**config.mk**
```make
export PLATFORM = sky130hd
export DESIGN_NAME = output_layer_top
export DESIGN_NICKNAME = d
export VERILOG_FILES = /design/src/hdl/out_layer_pkg.sv /design/src/hdl/delta_calc.sv /design/src/hdl/delta_pingpong_mem.sv /design/src/hdl/delta_stream_out.sv /design/src/hdl/output_layer_top.sv
export SDC_FILE = /design/constraint.sdc
export NUM_CORES = 1
export LEC_CHECK = 0
export ABC_CLOCK_PERIOD_IN_PS = 3700
export BUFFER_PORTS_ARGS = -buffer_cell sky130_fd_sc_hd__buf_2
export CORE_UTILIZATION = 50
export DETAILED_ROUTE_END_ITERATION = 12
export PLACE_DENSITY = 0.69
export SLEW_MARGIN = 15
export SYNTH_ARGS = -nofsm -noshare
export SYNTH_HDL_FRONTEND = slang
export SYNTH_SLANG_ARGS = --single-unit
```
**constraint.sdc**
```tcl
create_clock -name clk -period 3.7 [get_ports clk]
set_clock_uncertainty 0.05 [all_clocks]
set_input_delay 0.74 -clock clk [delete_from_list [all_inputs] [get_ports clk]]
set_output_delay 0.74 -clock clk [all_outputs]
set_load 0.005 [all_outputs]
```
**src/hdl/out_layer_pkg.sv**
```systemverilog
// Format is signed s5.10 in 16 bits and frames hold FRAME_LEN neurons, so stimulus must follow both
`default_nettype none

package out_layer_pkg;

	// Fixed-point format
	localparam int DATA_W = 16;    // Width of every fixed-point word
	localparam int INT_BITS = 5;   // Integer bits, sign bit not counted
	localparam int FRAC_BITS = 10; // Fraction bits

	// Frame geometry, one word per output neuron
	localparam int FRAME_LEN = 4;                      // Neurons per frame and depth of each bank
	localparam int ADDR_W = (FRAME_LEN > 1) ? $clog2(FRAME_LEN) : 1; // Bank address width

	typedef logic signed [DATA_W-1:0] fix_t; // One fixed-point word

	// Saturation bounds and the value 1.0
	localparam fix_t FIX_MAX = {1'b0, {(DATA_W-1){1'b1}}}; // Most positive word
	localparam fix_t FIX_MIN = {1'b1, {(DATA_W-1){1'b0}}}; // Most negative word
	localparam fix_t FIX_ONE = fix_t'(1 << FRAC_BITS);     // Label 1 in fixed point

	// Cost function picked per sample
	typedef enum logic {
		COST_XENT = 1'b0, // Cross-entropy, delta is a minus y
		COST_QUAD = 1'b1  // Quadratic, (a minus y) times sigmoid prime
	} cost_e;

	// One input beat for a single output neuron
	typedef struct packed {
		fix_t  act;  // Activation from the previous layer
		fix_t  sp;   // Sigmoid prime of the same neuron
		logic  y;    // Ideal output bit
		cost_e cost; // Cost opcode
	} sample_t;

	// One output beat toward the previous layer
	typedef struct packed {
		fix_t delta; // Backpropagated delta
		logic last;  // High on the final neuron of a frame
	} delta_t;

	// Read port request into the delta banks
	typedef struct packed {
		logic              en;   // Read strobe
		logic [ADDR_W-1:0] addr; // Word address inside the read bank
	} mem_rd_req_t;

endpackage

`default_nettype wire

```
**src/hdl/delta_calc.sv**
```systemverilog
// One delta per accepted sample with one output register, so a stalled consumer holds one item only
`timescale 1ns/1ps
`default_nettype none

module delta_calc (
	input  wire                     clk,
	input  wire                     arst_n_i,
	input  wire out_layer_pkg::sample_t sample_i,
	input  wire                     sample_valid_i,
	output logic                    sample_ready_o,
	output out_layer_pkg::fix_t     wr_data_o,
	output logic                    wr_valid_o,
	input  wire                     wr_ready_i
);

	// Clamp a wide signed value to the fix_t range
	function automatic out_layer_pkg::fix_t sat_fix(
		input logic signed [2*out_layer_pkg::DATA_W-1:0] v
	);
		if (v > out_layer_pkg::FIX_MAX)
			return out_layer_pkg::FIX_MAX;
		else if (v < out_layer_pkg::FIX_MIN)
			return out_layer_pkg::FIX_MIN;
		else
			return v[out_layer_pkg::DATA_W-1:0]; // In range, low word keeps the value
	endfunction

	out_layer_pkg::fix_t label_fix; // y as 1.0 or 0
	out_layer_pkg::fix_t diff_sat;  // a minus y after clamping
	out_layer_pkg::fix_t quad_sat;  // Quadratic delta after clamping
	out_layer_pkg::fix_t delta_nxt; // Delta picked by the opcode
	logic signed [2*out_layer_pkg::DATA_W-1:0] diff_wide; // Unclamped difference
	logic signed [2*out_layer_pkg::DATA_W-1:0] prod;      // Full s11.20 product
	logic signed [2*out_layer_pkg::DATA_W-1:0] prod_shr;  // Product back at 10 fraction bits
	logic accept; // Sample handshake fires

	always_comb begin
		label_fix = sample_i.y ? out_layer_pkg::FIX_ONE : '0;
		diff_wide = sample_i.act - label_fix; // Signed, widened before the subtract
		diff_sat = sat_fix(diff_wide);
		prod = diff_sat * sample_i.sp;        // 16x16 fits in 32 bits
		prod_shr = prod >>> out_layer_pkg::FRAC_BITS; // Floor, rounds toward minus infinity
		quad_sat = sat_fix(prod_shr);
		if (sample_i.cost == out_layer_pkg::COST_QUAD)
			delta_nxt = quad_sat;
		else
			delta_nxt = diff_sat; // Cross-entropy skips the multiply
	end

	// Take a new sample when the register is empty or drains this cycle
	assign sample_ready_o = !wr_valid_o || wr_ready_i;
	assign accept = sample_valid_i && sample_ready_o;

	always_ff @(posedge clk or negedge arst_n_i) begin
		if (!arst_n_i) begin
			wr_valid_o <= 1'b0;
		end else begin
			if (accept)
				wr_valid_o <= 1'b1;
			else if (wr_ready_i)
				wr_valid_o <= 1'b0; // Taken by the buffer, nothing new behind it
		end
	end

	// Payload register only loads on accept
	always_ff @(posedge clk) begin
		if (accept)
			wr_data_o <= delta_nxt;
	end

	// A stalled delta stays put until the buffer takes it
	a_wr_hold: assert property (@(posedge clk) disable iff (!arst_n_i)
		wr_valid_o && !wr_ready_i |=> wr_valid_o && $stable(wr_data_o))
		else $error("delta_calc: output changed while stalled");

endmodule

`default_nettype wire

```
**src/hdl/delta_pingpong_mem.sv**
```systemverilog
// Two banks of FRAME_LEN words, filled and released strictly in turn, read data one cycle after request
`timescale 1ns/1ps
`default_nettype none

module delta_pingpong_mem (
	input  wire                          clk,
	input  wire                          arst_n_i,
	input  wire out_layer_pkg::fix_t     wr_data_i,
	input  wire                          wr_valid_i,
	output logic                         wr_ready_o,
	input  wire out_layer_pkg::mem_rd_req_t rd_req_i,
	output out_layer_pkg::fix_t          rd_data_o,
	output logic                         rd_bank_valid_o,
	input  wire                          rd_release_i
);

	// Bank storage, index 0 or 1 picks the bank
	out_layer_pkg::fix_t mem [2][out_layer_pkg::FRAME_LEN];

	logic                            wr_ptr;  // Bank being filled
	logic [out_layer_pkg::ADDR_W-1:0] wr_addr; // Next word in the write bank
	logic                            rd_ptr;  // Bank being drained
	logic [1:0]                      full;    // One flag per bank
	logic                            wr_fire; // Write handshake
	logic                            wr_last; // Write lands on the final word

	// Writer stalls only when its bank still holds an unreleased frame
	assign wr_ready_o = !full[wr_ptr];
	assign wr_fire = wr_valid_i && wr_ready_o;
	assign wr_last = int'(wr_addr) == out_layer_pkg::FRAME_LEN - 1;
	assign rd_bank_valid_o = full[rd_ptr];

	always_ff @(posedge clk or negedge arst_n_i) begin
		if (!arst_n_i) begin
			wr_ptr <= 1'b0;
			wr_addr <= '0;
			rd_ptr <= 1'b0;
			full <= '0; // Both banks empty
		end else begin
			if (wr_fire) begin
				if (wr_last) begin
					wr_addr <= '0;
					wr_ptr <= !wr_ptr; // Swap on the filling edge
				end else begin
					wr_addr <= wr_addr + 1'b1;
				end
			end
			for (int b = 0; b < 2; b++) begin
				if (wr_fire && wr_last && (wr_ptr == b[0]))
					full[b] <= 1'b1; // Frame complete
				else if (rd_release_i && (rd_ptr == b[0]))
					full[b] <= 1'b0; // Consumer done with it
			end
			if (rd_release_i)
				rd_ptr <= !rd_ptr; // Next frame comes from the other bank
		end
	end

	// Write port
	always_ff @(posedge clk) begin
		if (wr_fire)
			mem[wr_ptr][wr_addr] <= wr_data_i;
	end

	// Read port, registered output
	always_ff @(posedge clk) begin
		if (rd_req_i.en)
			rd_data_o <= mem[rd_ptr][rd_req_i.addr];
	end

	// Stalled writer resumes only after a release, so a full bank is never overwritten
	a_refill_after_release: assert property (@(posedge clk) disable iff (!arst_n_i)
		!wr_ready_o ##1 wr_ready_o |-> $past(rd_release_i))
		else $error("delta_pingpong_mem: write bank freed without release");

	// Consumer reads only a bank that holds a complete frame
	a_rd_needs_bank: assert property (@(posedge clk) disable iff (!arst_n_i)
		rd_req_i.en |-> rd_bank_valid_o)
		else $error("delta_pingpong_mem: read with no valid bank");

endmodule

`default_nettype wire

```
**src/hdl/delta_stream_out.sv**
```systemverilog
// Drains one full bank at a time through a two-entry queue, reads throttled so nothing is dropped
`timescale 1ns/1ps
`default_nettype none

module delta_stream_out (
	input  wire                          clk,
	input  wire                          arst_n_i,
	input  wire                          rd_bank_valid_i,
	output out_layer_pkg::mem_rd_req_t   rd_req_o,
	output logic                         rd_release_o,
	input  wire out_layer_pkg::fix_t     rd_data_i,
	output out_layer_pkg::delta_t        delta_o,
	output logic                         delta_valid_o,
	input  wire                          delta_ready_i
);

	typedef enum logic {
		ST_FETCH,  // Issue reads from the valid bank
		ST_RELEASE // One cycle release pulse
	} state_e;

	state_e                           state;
	logic [out_layer_pkg::ADDR_W-1:0] rd_addr;       // Next word to read
	logic                             rd_fire;       // Read issued this cycle
	logic                             rd_last;       // Current address is the final word
	logic                             inflight;      // Read data arrives this cycle
	logic                             inflight_last; // Arriving word ends the frame
	out_layer_pkg::delta_t            q [2];         // Holding queue
	logic                             q_wr;          // Queue write slot
	logic                             q_rd;          // Queue head slot
	logic [1:0]                       q_cnt;         // Words held, 0 to 2
	logic                             pop;           // Output handshake
	logic [1:0]                       credit_used;   // Slots claimed after this cycle's pop

	assign pop = delta_valid_o && delta_ready_i;
	assign rd_last = int'(rd_addr) == out_layer_pkg::FRAME_LEN - 1;
	assign credit_used = q_cnt + {1'b0, inflight} - {1'b0, pop};

	// Read only with a free slot for the returning word
	assign rd_fire = (state == ST_FETCH) && rd_bank_valid_i && (credit_used < 2'd2);

	always_comb begin
		rd_req_o.en = rd_fire;
		rd_req_o.addr = rd_addr;
	end

	always_ff @(posedge clk or negedge arst_n_i) begin
		if (!arst_n_i) begin
			state <= ST_FETCH;
			rd_addr <= '0;
			inflight <= 1'b0;
			inflight_last <= 1'b0;
			q_wr <= 1'b0;
			q_rd <= 1'b0;
			q_cnt <= '0;
		end else begin
			inflight <= rd_fire; // Memory answers next cycle
			inflight_last <= rd_fire && rd_last;
			case (state)
				ST_FETCH: if (rd_fire && rd_last) state <= ST_RELEASE;
				ST_RELEASE: state <= ST_FETCH; // Bank pointer moves on this edge
				default: state <= ST_FETCH;
			endcase
			if (rd_fire)
				rd_addr <= rd_last ? '0 : rd_addr + 1'b1;
			if (inflight)
				q_wr <= !q_wr;
			if (pop)
				q_rd <= !q_rd;
			q_cnt <= q_cnt + {1'b0, inflight} - {1'b0, pop};
		end
	end

	// Queue storage, data only
	always_ff @(posedge clk) begin
		if (inflight)
			q[q_wr] <= '{delta: rd_data_i, last: inflight_last};
	end

	assign delta_o = q[q_rd];
	assign delta_valid_o = q_cnt != 2'd0;
	assign rd_release_o = state == ST_RELEASE;

	// Release only while the bank is presented, and no second one before a whole new frame
	a_one_release: assert property (@(posedge clk) disable iff (!arst_n_i)
		rd_release_o |-> rd_bank_valid_i ##1 (!rd_release_o [*out_layer_pkg::FRAME_LEN]))
		else $error("delta_stream_out: extra release in one bank period");

endmodule

`default_nettype wire

```
**src/hdl/output_layer_top.sv**
```systemverilog
// Output layer delta pipeline, latency depends on back-pressure and up to two frames sit in the banks
`timescale 1ns/1ps
`default_nettype none

module output_layer_top (
	input  wire                         clk,
	input  wire                         arst_n_i,
	input  wire out_layer_pkg::sample_t sample_i,
	input  wire                         sample_valid_i,
	output logic                        sample_ready_o,
	output out_layer_pkg::delta_t       delta_o,
	output logic                        delta_valid_o,
	input  wire                         delta_ready_i
);

	out_layer_pkg::fix_t        wr_data;       // Producer to buffer
	logic                       wr_valid;
	logic                       wr_ready;
	out_layer_pkg::mem_rd_req_t rd_req;        // Consumer read request
	out_layer_pkg::fix_t        rd_data;       // Buffer read data
	logic                       rd_bank_valid; // A full bank waits for draining
	logic                       rd_release;    // Consumer finished the bank

	// Delta computation
	delta_calc u_delta_calc (
		.clk           (clk),
		.arst_n_i      (arst_n_i),
		.sample_i      (sample_i),
		.sample_valid_i(sample_valid_i),
		.sample_ready_o(sample_ready_o),
		.wr_data_o     (wr_data),
		.wr_valid_o    (wr_valid),
		.wr_ready_i    (wr_ready)
	);

	// Ping-pong delta memory
	delta_pingpong_mem u_delta_mem (
		.clk            (clk),
		.arst_n_i       (arst_n_i),
		.wr_data_i      (wr_data),
		.wr_valid_i     (wr_valid),
		.wr_ready_o     (wr_ready),
		.rd_req_i       (rd_req),
		.rd_data_o      (rd_data),
		.rd_bank_valid_o(rd_bank_valid),
		.rd_release_i   (rd_release)
	);

	// Stream toward the previous layer
	delta_stream_out u_delta_stream (
		.clk            (clk),
		.arst_n_i       (arst_n_i),
		.rd_bank_valid_i(rd_bank_valid),
		.rd_req_o       (rd_req),
		.rd_release_o   (rd_release),
		.rd_data_i      (rd_data),
		.delta_o        (delta_o),
		.delta_valid_o  (delta_valid_o),
		.delta_ready_i  (delta_ready_i)
	);

endmodule

`default_nettype wire

```
==> results.md <==
- Synth unique cells: 64
- Clk sink count: 210
- Fmax: 0.1288 GHz
- ANT cells: 0
- Share of the synthesized area in the top cell type: 0.3127
- CP Launch Type: primary input
- Filler cells: 2,816
- Cts hold-fix bufs: 0
- Footprint of the multi-input gates: 11,580 um^2
- Final min period: 7764 ps
- Layout area overhead: 23.06%
- Post-synthesis instance area: 18,630 um^2
- Worst Setup Path Type: primary input to register
- Max H-tree Level: 1
- Layout Cells excl Fill: between 2,000 and 2,500
- Max-Cap Viols: 0
- Routed WL per cell: 18.09 um
- Routability cong.: between 0.8 and 0.9
- Die area: 38,030 um^2
- Avg Cell Area, Syn: between 10 and 15 um^2
- Clock Latency Late Sink: 490 ps
- Rows: 70
- Register bit total from synthesis: 210
- Final Max Tran Viols: 0
- Synth warn: 0
- Total Wirelength: 42.91 mm
- 1st-iter DRT viols: 750
- RSZ-0062 raised after global routing: true
- Gr ovfl total: 0
- IO Count: 57
- Initial antenna violation count: 0
- Post-synthesis sequential area ratio: 0.3342
- Ratio of final minimum period to clock period: 2.098
- Violated checks: setup timing
- Top-count cell post-synth: inv_1
- Top post-synthesis cells by area: edfxtp_1, fa_1, inv_1
- Required time worst endpoint: 3870 ps
- Post-Place Setup Slack: -4834 ps
- Status: complete, but fails checks
- Placed wire-length estimate: 33.64 mm
- Crit path max-delay family: adder cells
- Asr flop ratio synth: 0.07619
- Via/cell ratio: 5.242
- Seq. cell area: around 6200 um^2
- Largest net degree at the start of global routing: 36
- Placed insts: 2,300
- GRT Total Usage: 0.2349
- Clk pin slew, worst setup/hold paths: 60 ps
- Crit path max fanout: 8
- DR pass1 iterations: 5
- Core area: approximately 37,000 um^2
- Chip Width: 195.0 um
- Crit path top cell by count: fa_1
- Clk root buf: clkbuf_16
- DRT antenna net count: 0
- CP Capture Type: register
- Worst EP arrival: between 7000 and 8000 ps
- Drt drc: 0
- Final hold vios: 0
- Top_reg_cell synth: edfxtp_1
- Final Hold Slack: 123.4 ps
- Slew at the pin closest to its max-slew limit: 1027 ps
- Detailed-route via count: 12,434
- Max clock buf depth: 3
- Die Height: 195.0 um
- Initial core utilization: 0.5089
- Yosys top cell by area: edfxtp_1
- Post-synth EDFFs: 194
- Final setup viols: 16
- CTS tree: done
- First-pass GRT wire length: about 70 mm
- Buffers & Inverters on Critical Path: 8
- Worst setup margin: -4064 ps
- Post-placement cell area: 21,370 um^2
- I/O Buffers: 56
- Synth cell count leaders: inv_1, fa_1, edfxtp_1
- Final Cell Area: 22,930 um^2
- Synth Net Count: ~2,000
- Number of global-route vias before repair: 13,633
- CTS buffer count: 21
- Nets: 2,276
- Max incr delay on CP: 560 ps
- Layout cells sized above 1: 0.2931
- Worst slew margin: 0.3151
- Hold Crit Class: primary input to asynchronous set/reset pin
- Slowest stage cell, crit path: fa_1
- Post-Syn Instances: 1,619
[layout by cell type, fill, tap and decap left out, types with 14 or more instances in the layout]
| master | n |
|---|---|
| buf_12 | 16 |
| clkbuf_16 | 24 |
| xnor2_1 | 25 |
| mux4_2 | 32 |
| a21oi_1 | 17 |
| inv_2 | 14 |
| edfxtp_1 | 194 |
| buf_6 | 17 |
| and2_1 | 119 |
| mux2_2 | 37 |
| dfrtp_1 | 15 |
| nand2_1 | 154 |
| inv_1 | 340 |
| ha_4 | 17 |
| ha_1 | 71 |
| buf_2 | 55 |
| fa_1 | 254 |
| o21ai_0 | 24 |
| buf_4 | 213 |
| nor2_1 | 30 |
[stage by stage]
step,util,setup TNS [ps]
2_1_floorplan,-,-68410
4_1_cts,0.6133,-63580
3_5_place_dp,0.5838,-76380
6_report,0.6262,-64460
3_3_place_gp,0.5838,-73780
5_1_grt,0.6262,-68310
[worst register-to-register path, cell delays in order (launching register included)]
cell,delay (ps)
dfrtp_1,380
or2_2,300
and2_1,180
ha_1,280
inv_1,40
ha_1,180
xnor2_1,180
xnor2_1,130
nor3_2,150
buf_4,280
mux2_2,380
[metal layers]
metal,global-route usage,share of wire,vias to the layer above
li1,-,-,5720
met1,0.3126,0.42,6342
met2,0.4128,0.51,300
met3,0.02073,0.041,72
met4,0.06678,0.026,0
met5,0,0,-
[final timing paths]
path / from / endpoint / slack (ps) / cells past startpoint
setup / recovery: sample_i[1] / u_delta_calc.wr_data_o[3]$_DFFE_PP_ / -4060 / 31
setup reg to reg: u_delta_stream.q_cnt[1]$_DFF_PN0_ / u_delta_stream.rd_addr[1]$_DFFE_PN0P_ / 1050 / 10
max in group asynchronous: arst_n_i / u_delta_mem.rd_ptr$_DFFE_PN0P_ / 3160 / 1
min in group clk: sample_valid_i / u_delta_calc.wr_valid_o$_DFFE_PN0P_ / 390 / 2
hold / removal: arst_n_i / u_delta_stream.q_rd$_DFFE_PN0P_ / 120 / 1
hold reg to reg: u_delta_mem.rd_data_o[7]$_DFFE_PP_ / u_delta_stream.q[0][8]$_DFFE_PP_ / 400 / 0
[cell families after synthesis]
kind of cell,after synthesis,synth area share
mux,73,0.06320
flops,210,0.3342
xor+xnor,40,0.01881
simple gates,396,0.1050
buf+inv,416,0.08456
fa+ha+maj,349,0.3396
compound gates,135,0.05467
[registers in the layout, indices dropped and copies added (netlist names), 2 cells and up]
| register | flops |
|---|---|
| u_delta_mem.full | 2 |
| u_delta_mem.mem | 128 |
| u_delta_stream.q | 34 |
| u_delta_stream.rd_addr | 2 |
| u_delta_mem.wr_addr | 2 |
| u_delta_stream.q_cnt | 2 |
| u_delta_calc.wr_data_o | 16 |
| u_delta_mem.rd_data_o | 16 |
[what timing repair did]
item,4_1_cts,5_1_grt
buffers inserted,19,12
gates cloned,2,4
resized for setup,57,72
pin swaps,11,38
setup endpoints to repair,16,16
[layout make-up]
cell class / count / area share
multi-input cells: 993 / 0.5050
clock inverters: 7 / 0.001746
inverters: 355 / 0.05867
flip-flops and latches: 210 / 0.2716
repair buffers: 308 / 0.1111
well taps: 468 / 0.02554
clock buffers: 31 / 0.02631
Power is not shown: default switching activity piles up to over one toggle a cycle in this logic, so the estimate is an artifact.
